## config.mk

```make
export PLATFORM = sky130hd
export DESIGN_NAME = trace_debugger
export DESIGN_NICKNAME = d
export VERILOG_FILES = /design/src/verilog/trdb_pkg.sv /design/src/verilog/trdb_decode.sv /design/src/verilog/trdb_branch_map.sv /design/src/verilog/trdb_priority.sv /design/src/verilog/trdb_packet_emitter.sv /design/src/verilog/trdb_apb_regs.sv /design/src/verilog/trace_debugger.sv
export SDC_FILE = /design/constraint.sdc
export NUM_CORES = 1
export LEC_CHECK = 0
export ABC_AREA = 0
export BUFFER_PORTS_ARGS = -buffer_cell sky130_fd_sc_hd__buf_2
export CAP_MARGIN = 20
export CORE_ASPECT_RATIO = 1.75
export CORE_UTILIZATION = 24
export CTS_CLUSTER_DIAMETER = 150
export CTS_CLUSTER_SIZE = 30
export DETAILED_ROUTE_END_ITERATION = 7
export GPL_TIMING_DRIVEN = 0
export PLACE_DENSITY_LB_ADDON = 0.3
export SKIP_CTS_REPAIR_TIMING = 1
export SLEW_MARGIN = 20
export SYNTH_ARGS = -nofsm -noshare
export SYNTH_HDL_FRONTEND = slang
export SYNTH_SLANG_ARGS = --single-unit
export TNS_END_PERCENT = 1
```

## constraint.sdc

```tcl
create_clock -name clk_i -period 10.96 [get_ports clk_i]
set_clock_uncertainty 0.2 [all_clocks]
set_input_delay 2.192 -clock clk_i [delete_from_list [all_inputs] [get_ports clk_i]]
set_output_delay 2.192 -clock clk_i [all_outputs]
set_load 0.1 [all_outputs]
```

## src/verilog/trdb_pkg.sv

```systemverilog
// Trace debugger shared definitions
`default_nettype none

package trdb_pkg;

    localparam int unsigned XLEN         = 32;
    localparam int unsigned CAUSE_LEN    = 5;
    localparam int unsigned PRIV_LEN     = 2;
    localparam int unsigned BMAP_LEN     = 8;
    localparam int unsigned BCNT_LEN     = 4;
    localparam int unsigned FIFO_DEPTH   = 4;
    localparam int unsigned FIFO_PTR_LEN = $clog2(FIFO_DEPTH);
    localparam int unsigned FIFO_CNT_LEN = FIFO_PTR_LEN + 1;

    localparam logic [PRIV_LEN-1:0] PRIV_M = 2'd3;

    // conditional branches, including the pulp immediate compares
    localparam logic [XLEN-1:0] MASK_BEQ       = 32'h0000707f;
    localparam logic [XLEN-1:0] MATCH_BEQ      = 32'h00000063;
    localparam logic [XLEN-1:0] MASK_BNE       = 32'h0000707f;
    localparam logic [XLEN-1:0] MATCH_BNE      = 32'h00001063;
    localparam logic [XLEN-1:0] MASK_BLT       = 32'h0000707f;
    localparam logic [XLEN-1:0] MATCH_BLT      = 32'h00004063;
    localparam logic [XLEN-1:0] MASK_BGE       = 32'h0000707f;
    localparam logic [XLEN-1:0] MATCH_BGE      = 32'h00005063;
    localparam logic [XLEN-1:0] MASK_BLTU      = 32'h0000707f;
    localparam logic [XLEN-1:0] MATCH_BLTU     = 32'h00006063;
    localparam logic [XLEN-1:0] MASK_BGEU      = 32'h0000707f;
    localparam logic [XLEN-1:0] MATCH_BGEU     = 32'h00007063;
    localparam logic [XLEN-1:0] MASK_P_BNEIMM  = 32'h0000707f;
    localparam logic [XLEN-1:0] MATCH_P_BNEIMM = 32'h00003063;
    localparam logic [XLEN-1:0] MASK_P_BEQIMM  = 32'h0000707f;
    localparam logic [XLEN-1:0] MATCH_P_BEQIMM = 32'h00002063;

    // unpredictable discontinuities
    localparam logic [XLEN-1:0] MASK_JALR  = 32'h0000707f;
    localparam logic [XLEN-1:0] MATCH_JALR = 32'h00000067;
    localparam logic [XLEN-1:0] MASK_MRET  = 32'hffffffff;
    localparam logic [XLEN-1:0] MATCH_MRET = 32'h30200073;
    localparam logic [XLEN-1:0] MASK_SRET  = 32'hffffffff;
    localparam logic [XLEN-1:0] MATCH_SRET = 32'h10200073;
    localparam logic [XLEN-1:0] MASK_URET  = 32'hffffffff;
    localparam logic [XLEN-1:0] MATCH_URET = 32'h00200073;

    localparam logic [XLEN-1:0] ADDR_CTRL   = 32'h0;
    localparam logic [XLEN-1:0] ADDR_STATUS = 32'h4;

    typedef enum logic [1:0] {
        PKT_NONE,
        PKT_BRANCH_FULL,
        PKT_ADDR,
        PKT_EXCEPTION
    } trdb_format_e;

    typedef enum logic [1:0] {
        CLS_OTHER,
        CLS_BRANCH,
        CLS_UDISC
    } instr_class_e;

    typedef struct packed {
        logic                 valid;
        logic                 exception;
        logic                 interrupt;
        logic [CAUSE_LEN-1:0] cause;
        logic [PRIV_LEN-1:0]  priv;
        logic [XLEN-1:0]      iaddr;
        logic [XLEN-1:0]      instr;
        logic                 compressed;
    } trdb_instr_t;

    typedef struct packed {
        logic [XLEN-1:0]      iaddr;
        logic [PRIV_LEN-1:0]  priv;
        logic [CAUSE_LEN-1:0] cause;
        logic                 interrupt;
        logic                 exception;
        instr_class_e         cls;
        logic                 taken;
        logic                 privchange;
        logic                 after_exc;
        logic                 after_udisc;
        logic                 first;
    } trdb_decoded_t;

    typedef struct packed {
        trdb_format_e         format;
        logic [BCNT_LEN-1:0]  bcnt;
        logic                 interrupt;
        logic [CAUSE_LEN-1:0] cause;
        logic [PRIV_LEN-1:0]  priv;
        logic [9:0]           zero;
        logic [BMAP_LEN-1:0]  bmap;
    } trdb_header_t;

    typedef struct packed {
        trdb_header_t    header;
        logic [XLEN-1:0] addr;
        logic            has_addr;
    } trdb_packet_t;

    typedef struct packed {
        logic            psel;
        logic            penable;
        logic            pwrite;
        logic [XLEN-1:0] paddr;
        logic [XLEN-1:0] pwdata;
    } apb_req_t;

    typedef struct packed {
        logic [XLEN-1:0] prdata;
        logic            pready;
        logic            pslverr;
    } apb_rsp_t;

endpackage

`default_nettype wire

```

## src/verilog/trdb_decode.sv

```systemverilog
// Retire record decode stage
`timescale 1ns/1ps
`default_nettype none

module trdb_decode (
    input  logic                    clk_i,
    input  logic                    rst_ni,
    input  trdb_pkg::trdb_instr_t   instr_i,
    input  logic                    trace_en_i,
    output logic                    tc_valid_o,
    output trdb_pkg::trdb_decoded_t tc_o
);

    trdb_pkg::trdb_instr_t   instr_q;
    trdb_pkg::trdb_instr_t   held_q;
    trdb_pkg::instr_class_e  cls;
    trdb_pkg::instr_class_e  held_cls_q;
    trdb_pkg::trdb_decoded_t tc_d;

    logic                      trace_en_q;
    logic                      qualified;
    logic                      resolve;
    logic                      held_valid_q;
    logic                      held_first_q;
    logic                      held_after_exc_q;
    logic                      held_after_udisc_q;
    logic [trdb_pkg::XLEN-1:0] next_seq;

    function automatic logic hit(input logic [trdb_pkg::XLEN-1:0] word,
                                 input logic [trdb_pkg::XLEN-1:0] mask,
                                 input logic [trdb_pkg::XLEN-1:0] match);
        return (word & mask) == match;
    endfunction

    always_comb begin
        cls = trdb_pkg::CLS_OTHER;
        if (hit(instr_q.instr, trdb_pkg::MASK_BEQ, trdb_pkg::MATCH_BEQ) ||
            hit(instr_q.instr, trdb_pkg::MASK_BNE, trdb_pkg::MATCH_BNE) ||
            hit(instr_q.instr, trdb_pkg::MASK_BLT, trdb_pkg::MATCH_BLT) ||
            hit(instr_q.instr, trdb_pkg::MASK_BGE, trdb_pkg::MATCH_BGE) ||
            hit(instr_q.instr, trdb_pkg::MASK_BLTU, trdb_pkg::MATCH_BLTU) ||
            hit(instr_q.instr, trdb_pkg::MASK_BGEU, trdb_pkg::MATCH_BGEU) ||
            hit(instr_q.instr, trdb_pkg::MASK_P_BNEIMM, trdb_pkg::MATCH_P_BNEIMM) ||
            hit(instr_q.instr, trdb_pkg::MASK_P_BEQIMM, trdb_pkg::MATCH_P_BEQIMM)) begin
            cls = trdb_pkg::CLS_BRANCH;
        end else if (hit(instr_q.instr, trdb_pkg::MASK_JALR, trdb_pkg::MATCH_JALR) ||
                     hit(instr_q.instr, trdb_pkg::MASK_MRET, trdb_pkg::MATCH_MRET) ||
                     hit(instr_q.instr, trdb_pkg::MASK_SRET, trdb_pkg::MATCH_SRET) ||
                     hit(instr_q.instr, trdb_pkg::MASK_URET, trdb_pkg::MATCH_URET)) begin
            cls = trdb_pkg::CLS_UDISC;
        end
    end

    // only machine mode is traced
    assign qualified = instr_q.valid && trace_en_q && (instr_q.priv == trdb_pkg::PRIV_M);
    assign resolve   = qualified && held_valid_q;
    assign next_seq  = held_q.iaddr + (held_q.compressed ? 32'd2 : 32'd4);

    // the new record decides the outcome of the held one
    always_comb begin
        tc_d.iaddr       = held_q.iaddr;
        tc_d.priv        = held_q.priv;
        tc_d.cause       = held_q.cause;
        tc_d.interrupt   = held_q.interrupt;
        tc_d.exception   = held_q.exception;
        tc_d.cls         = held_cls_q;
        tc_d.taken       = instr_q.iaddr != next_seq;
        tc_d.privchange  = held_q.priv != instr_q.priv;
        tc_d.after_exc   = held_after_exc_q;
        tc_d.after_udisc = held_after_udisc_q;
        tc_d.first       = held_first_q;
    end

    always_ff @(posedge clk_i or negedge rst_ni) begin
        if (!rst_ni) begin
            instr_q            <= '0;
            trace_en_q         <= 1'b0;
            tc_valid_o         <= 1'b0;
            held_valid_q       <= 1'b0;
            held_first_q       <= 1'b0;
            held_after_exc_q   <= 1'b0;
            held_after_udisc_q <= 1'b0;
        end else begin
            instr_q    <= instr_i;
            trace_en_q <= trace_en_i;
            tc_valid_o <= resolve;
            if (qualified) begin
                held_valid_q       <= 1'b1;
                held_first_q       <= !held_valid_q;
                held_after_exc_q   <= held_valid_q && held_q.exception;
                held_after_udisc_q <= held_valid_q && (held_cls_q == trdb_pkg::CLS_UDISC);
            end else if (!trace_en_q || instr_q.valid) begin
                // leaving the traced state restarts with a first instruction
                held_valid_q <= 1'b0;
            end
        end
    end

    always_ff @(posedge clk_i) begin
        if (qualified) begin
            held_q     <= instr_q;
            held_cls_q <= cls;
        end
        if (resolve) begin
            tc_o <= tc_d;
        end
    end

endmodule

`default_nettype wire

```

## src/verilog/trdb_branch_map.sv

```systemverilog
// Branch outcome map
`timescale 1ns/1ps
`default_nettype none

module trdb_branch_map (
    input  logic                          clk_i,
    input  logic                          rst_ni,
    input  logic                          push_i,
    input  logic                          taken_i,
    input  logic                          flush_i,
    output logic [trdb_pkg::BMAP_LEN-1:0] map_o,
    output logic [trdb_pkg::BCNT_LEN-1:0] count_o
);

    logic [trdb_pkg::BMAP_LEN-1:0] map_q;
    logic [trdb_pkg::BCNT_LEN-1:0] count_q;

    always_ff @(posedge clk_i or negedge rst_ni) begin
        if (!rst_ni) begin
            map_q   <= '0;
            count_q <= '0;
        end else if (flush_i) begin
            // a push on flush starts the new map
            map_q      <= '0;
            map_q[0]   <= push_i && taken_i;
            count_q    <= '0;
            count_q[0] <= push_i;
        end else if (push_i) begin
            // oldest branch sits in bit 0
            map_q[count_q[trdb_pkg::BCNT_LEN-2:0]] <= taken_i;
            count_q                                <= count_q + 1'b1;
        end
    end

    assign map_o   = map_q;
    assign count_o = count_q;

endmodule

`default_nettype wire

```

## src/verilog/trdb_priority.sv

```systemverilog
// Packet decision logic
`timescale 1ns/1ps
`default_nettype none

module trdb_priority (
    input  logic                          tc_valid_i,
    input  trdb_pkg::trdb_decoded_t       tc_i,
    input  logic [trdb_pkg::BMAP_LEN-1:0] map_i,
    input  logic [trdb_pkg::BCNT_LEN-1:0] count_i,
    output logic                          bmap_push_o,
    output logic                          bmap_flush_o,
    output logic                          pkt_valid_o,
    output trdb_pkg::trdb_packet_t        pkt_o
);

    trdb_pkg::trdb_format_e        format;
    logic                          is_branch;
    logic                          need_addr;
    logic [trdb_pkg::BMAP_LEN-1:0] hdr_map;
    logic [trdb_pkg::BCNT_LEN-1:0] hdr_cnt;

    assign is_branch = tc_valid_i && (tc_i.cls == trdb_pkg::CLS_BRANCH);
    assign need_addr = tc_i.first || tc_i.after_exc || tc_i.after_udisc || tc_i.privchange;

    // the header already sees this instruction's own branch
    always_comb begin
        hdr_map = map_i;
        hdr_cnt = count_i;
        if (is_branch) begin
            hdr_map[count_i[trdb_pkg::BCNT_LEN-2:0]] = tc_i.taken;
            hdr_cnt                                  = count_i + 1'b1;
        end
    end

    always_comb begin
        format = trdb_pkg::PKT_NONE;
        if (tc_valid_i) begin
            if (tc_i.exception) begin
                format = trdb_pkg::PKT_EXCEPTION;
            end else if (need_addr) begin
                format = trdb_pkg::PKT_ADDR;
            end else if (is_branch && (32'(hdr_cnt) == trdb_pkg::BMAP_LEN)) begin
                format = trdb_pkg::PKT_BRANCH_FULL;
            end
        end
    end

    assign pkt_valid_o  = format != trdb_pkg::PKT_NONE;
    assign bmap_flush_o = pkt_valid_o;
    // when a packet goes out the branch is already part of its header
    assign bmap_push_o  = is_branch && !pkt_valid_o;

    always_comb begin
        pkt_o.header.format    = format;
        pkt_o.header.bcnt      = hdr_cnt;
        pkt_o.header.interrupt = (format == trdb_pkg::PKT_EXCEPTION) && tc_i.interrupt;
        pkt_o.header.cause     = (format == trdb_pkg::PKT_EXCEPTION) ? tc_i.cause : '0;
        pkt_o.header.priv      = tc_i.priv;
        pkt_o.header.zero      = '0;
        pkt_o.header.bmap      = hdr_map;
        pkt_o.addr             = tc_i.iaddr;
        pkt_o.has_addr         = format != trdb_pkg::PKT_BRANCH_FULL;
    end

endmodule

`default_nettype wire

```

## src/verilog/trdb_packet_emitter.sv

```systemverilog
// Packet word FIFO
`timescale 1ns/1ps
`default_nettype none

module trdb_packet_emitter (
    input  logic                      clk_i,
    input  logic                      rst_ni,
    input  logic                      pkt_valid_i,
    input  trdb_pkg::trdb_packet_t    pkt_i,
    output logic [trdb_pkg::XLEN-1:0] packet_word_o,
    output logic                      packet_word_valid_o,
    input  logic                      packet_ready_i,
    output logic                      overflow_o
);

    trdb_pkg::trdb_packet_t pkt_q;
    logic                   pkt_valid_q;

    logic [trdb_pkg::XLEN-1:0]         mem_q [trdb_pkg::FIFO_DEPTH];
    logic [trdb_pkg::FIFO_PTR_LEN-1:0] wr_ptr_q;
    logic [trdb_pkg::FIFO_PTR_LEN-1:0] rd_ptr_q;
    logic [trdb_pkg::FIFO_CNT_LEN-1:0] count_q;
    logic [trdb_pkg::FIFO_CNT_LEN-1:0] n_push;
    logic [trdb_pkg::FIFO_CNT_LEN-1:0] n_pop;
    logic                              fits;
    logic                              push;
    logic                              pop;

    // whole packets only, one or two slots
    assign fits = (32'(count_q) + (pkt_q.has_addr ? 32'd2 : 32'd1)) <= trdb_pkg::FIFO_DEPTH;
    assign push = pkt_valid_q && fits;
    assign pop  = packet_word_valid_o && packet_ready_i;

    assign n_push = push ? {{(trdb_pkg::FIFO_CNT_LEN-2){1'b0}}, pkt_q.has_addr, !pkt_q.has_addr}
                         : '0;
    assign n_pop  = {{(trdb_pkg::FIFO_CNT_LEN-1){1'b0}}, pop};

    assign overflow_o          = pkt_valid_q && !fits;
    assign packet_word_valid_o = count_q != '0;
    assign packet_word_o       = mem_q[rd_ptr_q];

    always_ff @(posedge clk_i or negedge rst_ni) begin
        if (!rst_ni) begin
            pkt_valid_q <= 1'b0;
            wr_ptr_q    <= '0;
            rd_ptr_q    <= '0;
            count_q     <= '0;
        end else begin
            pkt_valid_q <= pkt_valid_i;
            wr_ptr_q    <= wr_ptr_q + n_push[trdb_pkg::FIFO_PTR_LEN-1:0];
            rd_ptr_q    <= rd_ptr_q + n_pop[trdb_pkg::FIFO_PTR_LEN-1:0];
            count_q     <= count_q + n_push - n_pop;
        end
    end

    always_ff @(posedge clk_i) begin
        if (pkt_valid_i) begin
            pkt_q <= pkt_i;
        end
        if (push) begin
            mem_q[wr_ptr_q] <= pkt_q.header;
            if (pkt_q.has_addr) begin
                mem_q[wr_ptr_q + 1'b1] <= pkt_q.addr;
            end
        end
    end

endmodule

`default_nettype wire

```

## src/verilog/trdb_apb_regs.sv

```systemverilog
// APB configuration registers
`timescale 1ns/1ps
`default_nettype none

module trdb_apb_regs (
    input  logic               clk_i,
    input  logic               rst_ni,
    input  trdb_pkg::apb_req_t apb_req_i,
    output trdb_pkg::apb_rsp_t apb_rsp_o,
    input  logic               overflow_i,
    output logic               trace_en_o
);

    logic access;
    logic wr;
    logic ctrl_sel;
    logic status_sel;
    logic trace_en_q;
    logic overflow_q;

    // transfers complete in the access phase
    assign access     = apb_req_i.psel && apb_req_i.penable;
    assign wr         = access && apb_req_i.pwrite;
    assign ctrl_sel   = apb_req_i.paddr == trdb_pkg::ADDR_CTRL;
    assign status_sel = apb_req_i.paddr == trdb_pkg::ADDR_STATUS;

    always_ff @(posedge clk_i or negedge rst_ni) begin
        if (!rst_ni) begin
            trace_en_q <= 1'b0;
            overflow_q <= 1'b0;
        end else begin
            if (wr && ctrl_sel) begin
                trace_en_q <= apb_req_i.pwdata[0];
            end
            // a new loss wins over a clear in the same cycle
            if (overflow_i) begin
                overflow_q <= 1'b1;
            end else if (wr && status_sel && apb_req_i.pwdata[0]) begin
                overflow_q <= 1'b0;
            end
        end
    end

    always_comb begin
        apb_rsp_o.prdata = '0;
        if (ctrl_sel) begin
            apb_rsp_o.prdata[0] = trace_en_q;
        end else if (status_sel) begin
            apb_rsp_o.prdata[0] = overflow_q;
        end
        apb_rsp_o.pready  = 1'b1;
        apb_rsp_o.pslverr = access && !ctrl_sel && !status_sel;
    end

    assign trace_en_o = trace_en_q;

endmodule

`default_nettype wire

```

## src/verilog/trace_debugger.sv

```systemverilog
// Trace debugger top level
`timescale 1ns/1ps
`default_nettype none

module trace_debugger (
    input  logic                      clk_i,
    input  logic                      rst_ni,
    input  trdb_pkg::trdb_instr_t     instr_i,
    input  trdb_pkg::apb_req_t        apb_req_i,
    output trdb_pkg::apb_rsp_t        apb_rsp_o,
    output logic [trdb_pkg::XLEN-1:0] packet_word_o,
    output logic                      packet_word_valid_o,
    input  logic                      packet_ready_i
);

    trdb_pkg::trdb_decoded_t       tc;
    trdb_pkg::trdb_packet_t        pkt;
    logic                          tc_valid;
    logic                          pkt_valid;
    logic                          trace_en;
    logic                          overflow_pulse;
    logic                          bmap_push;
    logic                          bmap_flush;
    logic [trdb_pkg::BMAP_LEN-1:0] bmap;
    logic [trdb_pkg::BCNT_LEN-1:0] bcnt;

    trdb_decode i_trdb_decode (
        .clk_i      (clk_i),
        .rst_ni     (rst_ni),
        .instr_i    (instr_i),
        .trace_en_i (trace_en),
        .tc_valid_o (tc_valid),
        .tc_o       (tc)
    );

    // execute stage, packet choice plus branch history
    trdb_priority i_trdb_priority (
        .tc_valid_i   (tc_valid),
        .tc_i         (tc),
        .map_i        (bmap),
        .count_i      (bcnt),
        .bmap_push_o  (bmap_push),
        .bmap_flush_o (bmap_flush),
        .pkt_valid_o  (pkt_valid),
        .pkt_o        (pkt)
    );

    trdb_branch_map i_trdb_branch_map (
        .clk_i   (clk_i),
        .rst_ni  (rst_ni),
        .push_i  (bmap_push),
        .taken_i (tc.taken),
        .flush_i (bmap_flush),
        .map_o   (bmap),
        .count_o (bcnt)
    );

    trdb_packet_emitter i_trdb_packet_emitter (
        .clk_i               (clk_i),
        .rst_ni              (rst_ni),
        .pkt_valid_i         (pkt_valid),
        .pkt_i               (pkt),
        .packet_word_o       (packet_word_o),
        .packet_word_valid_o (packet_word_valid_o),
        .packet_ready_i      (packet_ready_i),
        .overflow_o          (overflow_pulse)
    );

    trdb_apb_regs i_trdb_apb_regs (
        .clk_i      (clk_i),
        .rst_ni     (rst_ni),
        .apb_req_i  (apb_req_i),
        .apb_rsp_o  (apb_rsp_o),
        .overflow_i (overflow_pulse),
        .trace_en_o (trace_en)
    );

endmodule

`default_nettype wire

```

# Yosys cells after proc, flatten, opt, wreduce, memory -nomap -nowiden
# Memory sizes are Yosys's and may differ from the RTL's.
# Index checks and enable logic that the tools add are counted.
# classes
n_lt_le_gt_ge	3
muxes	28
eq_ne	21
reduce_logical	48
addsub	8
# op_table
operator	n
== test 10 bit (second input constant)	4
adder 3 x 32 -> 32 bit	1
adder 32 bit	1
== test 32 x 22 -> 1 bit (second input constant)	1
== test 32 x 29 -> 1 bit (second input constant)	1
== test 32 x 3 -> 1 bit (second input constant)	1
== test 32 x 30 -> 1 bit (second input constant)	1
<= comparator 32 x 3 -> 1 bit (second input constant)	1
zero test 32 bit	1
!= test 32 bit	1
2-to-1 mux 8 bit	3
logical AND 1 bit	21
== test 10 x 7 -> 1 bit (second input constant)	2
== test 10 x 9 -> 1 bit (second input constant)	2
logical OR 1 bit	14
2-to-1 mux 1 bit	13
2-to-1 mux 2 bit	6
2-to-1 mux 4 bit	3
== test 10 x 8 -> 1 bit (second input constant)	1
bitwise mux 8 bit	1
nonzero test 2 bit	4
zero test 1 bit	7
== test 2 bit (second input constant)	3
adder 4 x 1 -> 4 bit (second input constant)	1
other kinds (14)	14
# word_totals
word_cells	157
mem_count	1
ram_bits	128
reg_bits	250
# memory_table
name	words	word_bits	rd	rd_clocked_by_memory_dff	write_ports	line	source
i_trdb_packet_emitter.mem_q	4	32	1	0	2	trdb_packet_emitter.sv:19	logic [trdb_pkg::XLEN-1:0] mem_q [trdb_pkg::FIFO_DEPTH];

# Depth between registers and ports, before layout
# logic_depth
ltp_word	14
mapped_depth	14

# Hierarchy
# From an unflattened synthesis, not the netlist that was laid out.
# hier_totals
cells_unflattened	998
hier_area_um2	16569.6
# by_module_without_submodules
module	area_each_um2	n_inst	seq_area_each_um2	cells_per_inst
trdb_packet_emitter	8627.0	1	5995.8	430
trdb_decode	6148.4	1	4789.6	363
trdb_priority	726.9	1	0.0	96
trdb_branch_map	635.6	1	300.3	54
trdb_apb_regs	431.7	1	50.0	55

# Least setup slack after synthesis
# No wires, ideal clock.
# synth_path
path_kind	input to output
startpoint	input apb_req_i[40] (netlist bit)
endpoint	output apb_rsp_o[2] (netlist bit)
path_stages	3
t_required_ns	8.568
slack_ns	3.894
arrival_time_ns	4.674
cell_sequence	nor4_1 -> nand4_1 -> nor3_1
# synth_rtl
element	line	source
start, declared	trace_debugger.sv:9	input trdb_pkg::apb_req_t apb_req_i,
end, declared	trace_debugger.sv:10	output trdb_pkg::apb_rsp_t apb_rsp_o,

==> impl_metrics.json <==
{
  "ff2ff_setup_slack_ns": 6.84,
  "worst_slew_pin_slew_ns": 1.01,
  "power_frac_clock_pct": 27.8,
  "max_freq_mhz": 173,
  "grt-ovfl-total": 0,
  "synthesis.area_um2": 15300,
  "synth_warnings": 0,
  "rsz0062_at_grt": "no",
  "endpoint": "apb_rsp_o[2]",
  "outcome": "finished, violations left",
  "power_density_nw_per_um2": 146,
  "area_growth_pct": 17.4,
  "syn_area_per_cell_um2": 14.6,
  "critPathKind": "in -> out",
  "min_period_ns": 5.77,
  "grt_max_degree": 73,
  "core_area_um2": 63000,
  "final_cell_mix": "275 x edfxtp_1, 220 x nand2_1, 149 x buf_2",
  "die_w_um": 193,
  "synth_seq_cells": 378,
  "grt_first_pass_wirelength_mm": 55.1,
  "first_pass_iters": 7,
  "chipHeight_um": 336,
  "slew_viol_final": 0,
  "slew-limit-headroom_pct": 32.6,
  "drc": 24,
  "cts_tree": "built",
  "instances_no_fill": 2076,
  "dieArea_um2": 64800,
  "mostFrequentLayoutCell": "edfxtp_1",
  "setup_viol": 0,
  "synth_edf_count": 275,
  "violations": "DRC",
  "clk_latency_ns": 0.54,
  "drt_iter0_markers": 382,
  "initial_core_util_pct": 24.3,
  "cts_sinks": 378,
  "timing.rr.start": "i_trdb_decode.held_q[0]$_DFFE_PP_",
  "wl_per_cell_um": 17.6,
  "vias": 8688,
  "synthArstFlopShare_pct": 27.2,
  "p_total_mw": 2.63,
  "synth_cells": 1046,
  "drive_above_1_share_pct": 23.1,
  "p_comb_share_pct": 12.8,
  "fin_crit_sh_pct": 52.6,
  "p_leak_nw": 6.22,
  "ys_seq_area_share_pct": 70.9,
  "clk_path_buf_depth": 3,
  "seqPwrFrac_pct": 59.4,
  "worst-path-max-fanout": 2,
  "grt.total_usage_pct": 11.4,
  "place_congestion": 0.858,
  "power_switching_mw": 0.669,
  "worstHoldPathType": "reg -> reg",
  "placed_cells": 2047,
  "grt_pass1_vias": 9065,
  "nets": 1417,
  "hold_viol_final": 0,
  "clk_pin_slew_ns": 0.13,
  "via_per_inst": 4.18,
  "grt_antenna_before_repair": 1,
  "ant_nets": 0,
  "start_kind": "primary input",
  "portBuffers": 148,
  "power_switching_share_pct": 25.4,
  "synth_cell_type_count": 56,
  "reg2reg_depth": 11,
  "cts_root_buf": "clkbuf_16",
  "ios": 212,
  "wl_mm": 36.4,
  "dp_hpwl_mm": 28.1,
  "final_util_pct": 28.5,
  "critPathCaptureType": "output pin",
  "cp.required_ns": 8.57,
  "peakVddDrop_v": 0.000107,
  "htreeDepth": 1,
  "rows": 122,
  "p_int_mw": 1.96,
  "finalSetupTns_ns": 0,
  "arrival_ns": 3.37,
  "r2r-end": "i_trdb_decode.tc_o[4]$_DFFE_PP_",
  "cts_inserted_buffers": 16,
  "ys.flop_type": "edfxtp_1",
  "crit_start": "apb_req_i[41]",
  "cap_violations": 0
}
[registers in the layout, summed over array words and instances, names as in the netlist, 2 cells and up]
name	cells
i_trdb_packet_emitter.mem_q	128
i_trdb_decode.instr_q	75
i_trdb_packet_emitter.pkt_q	55
i_trdb_decode.tc_o	48
i_trdb_decode.held_q	42
i_trdb_branch_map.map_o	8
i_trdb_branch_map.count_o	4
i_trdb_packet_emitter.count_q	3
i_trdb_decode.held_cls_q	2
i_trdb_packet_emitter.rd_ptr_q	2
i_trdb_packet_emitter.wr_ptr_q	2
[per-layer routing]
layer / part of all wire [%] / vias up / track usage (%)
met2: 56 / 235 / 22.2
met5: 0 / - / 0
met1: 36 / 4300 / 11.8
li1: - / 4095 / -
met3: 4.4 / 58 / 1.54
met4: 4.0 / 0 / 4.91
[final cells by class]
cell class	instances	area (um2)
Fill cell	6347	45100
Sequential cell	378	10800
Multi-Input combinational cell	611	4150
Timing Repair Buffer	165	1010
Tap cell	806	1010
Clock buffer	27	463
Buffer	64	367
Inverter	23	86.3
Clock inverter	1	16.3
Antenna cell	1	2.50
[synth_stat cells, types with 12 or more instances]
cell type / number / area, um2
edfxtp_1: 275 / 8260
nand2_1: 220 / 826
dfrtp_1: 103 / 2580
and2_1: 44 / 275
xnor2_1: 35 / 307
buf_4: 32 / 240
mux4_2: 32 / 721
mux2_2: 31 / 349
clkbuf_1: 26 / 97.6
inv_1: 23 / 86.3
nor2_1: 23 / 86.3
xor2_1: 20 / 175
nand4_1: 19 / 119
nor2b_1: 18 / 113
nand3_1: 12 / 60.1
nor4_1: 12 / 75.1
[power groups by stage]
| stage | Sequential [mW] | Combinational, mW | Clock (mW) |
|---|---|---|---|
| finish | 1.56 | 0.336 | 0.732 |
| global route | 1.56 | 0.368 | 0.812 |
| CTS | 1.56 | 0.349 | 0.770 |
| detailed placement | 1.59 | 0.348 | 0 |
| global placement | 1.59 | 0.337 | 0 |
| floorplan | 1.59 | 0.251 | 0 |
[worst max-delay path, cell delays in order]
cell	delay (ns)
buf_2	0.10
nor4_1	0.28
nand4_1	0.16
nor3_1	0.19
buf_2	0.45
[cell families (layout without fill, tap and decap cells)]
logic type                 after synthesis  after routing  share of synthesized area (%)
and+or+nand+nor                        404            404                           12.8
DFF                                    378            378                           70.9
buffers and inverters                   87            280                           2.94
muxes                                   66             66                           7.19
xor gates and xnor gates                55             55                           3.15
AOI/OAI and AO/OA                       41             41                           1.74
adders and majority gates               13             13                           1.21
other                                    2             33                         0.0491
[worst min-delay path by stage]
stage / startpoint / endpoint / slack [ns] / depth (start not counted)
2_1_floorplan: i_trdb_apb_regs.trace_en_o$_DFFE_PN0P_ / i_trdb_decode.trace_en_q$_DFF_PN0_ / 0.17 / 0
3_3_place_gp: i_trdb_decode.tc_o[37]$_DFFE_PP_ / i_trdb_packet_emitter.pkt_q[22]$_DFFE_PP_ / 0.20 / 0
3_5_place_dp: i_trdb_decode.tc_o[25]$_DFFE_PP_ / i_trdb_packet_emitter.pkt_q[10]$_DFFE_PP_ / 0.20 / 0
4_1_cts: i_trdb_decode.tc_o[14]$_DFFE_PP_ / i_trdb_packet_emitter.pkt_q[51]$_DFFE_PP_ / 0.23 / 0
5_1_grt: i_trdb_decode.tc_o[25]$_DFFE_PP_ / i_trdb_packet_emitter.pkt_q[10]$_DFFE_PP_ / 0.24 / 0
6_report: i_trdb_decode.tc_o[14]$_DFFE_PP_ / i_trdb_packet_emitter.pkt_q[51]$_DFFE_PP_ / 0.22 / 0
[through the flow]
stage / hold WS, ns / cell area [um2] / setup WS [ns]
4_1_cts: 0.231 / 17900 / 5.19
2_1_floorplan: 0.170 / 15400 / 3.89
3_5_place_dp: 0.205 / 17500 / 5.20
6_report: 0.223 / 17900 / 5.19
5_1_grt: 0.237 / 17900 / 5.04
3_3_place_gp: 0.204 / 17200 / 3.58
No activity file was read; power rests on OpenSTA's default activity.
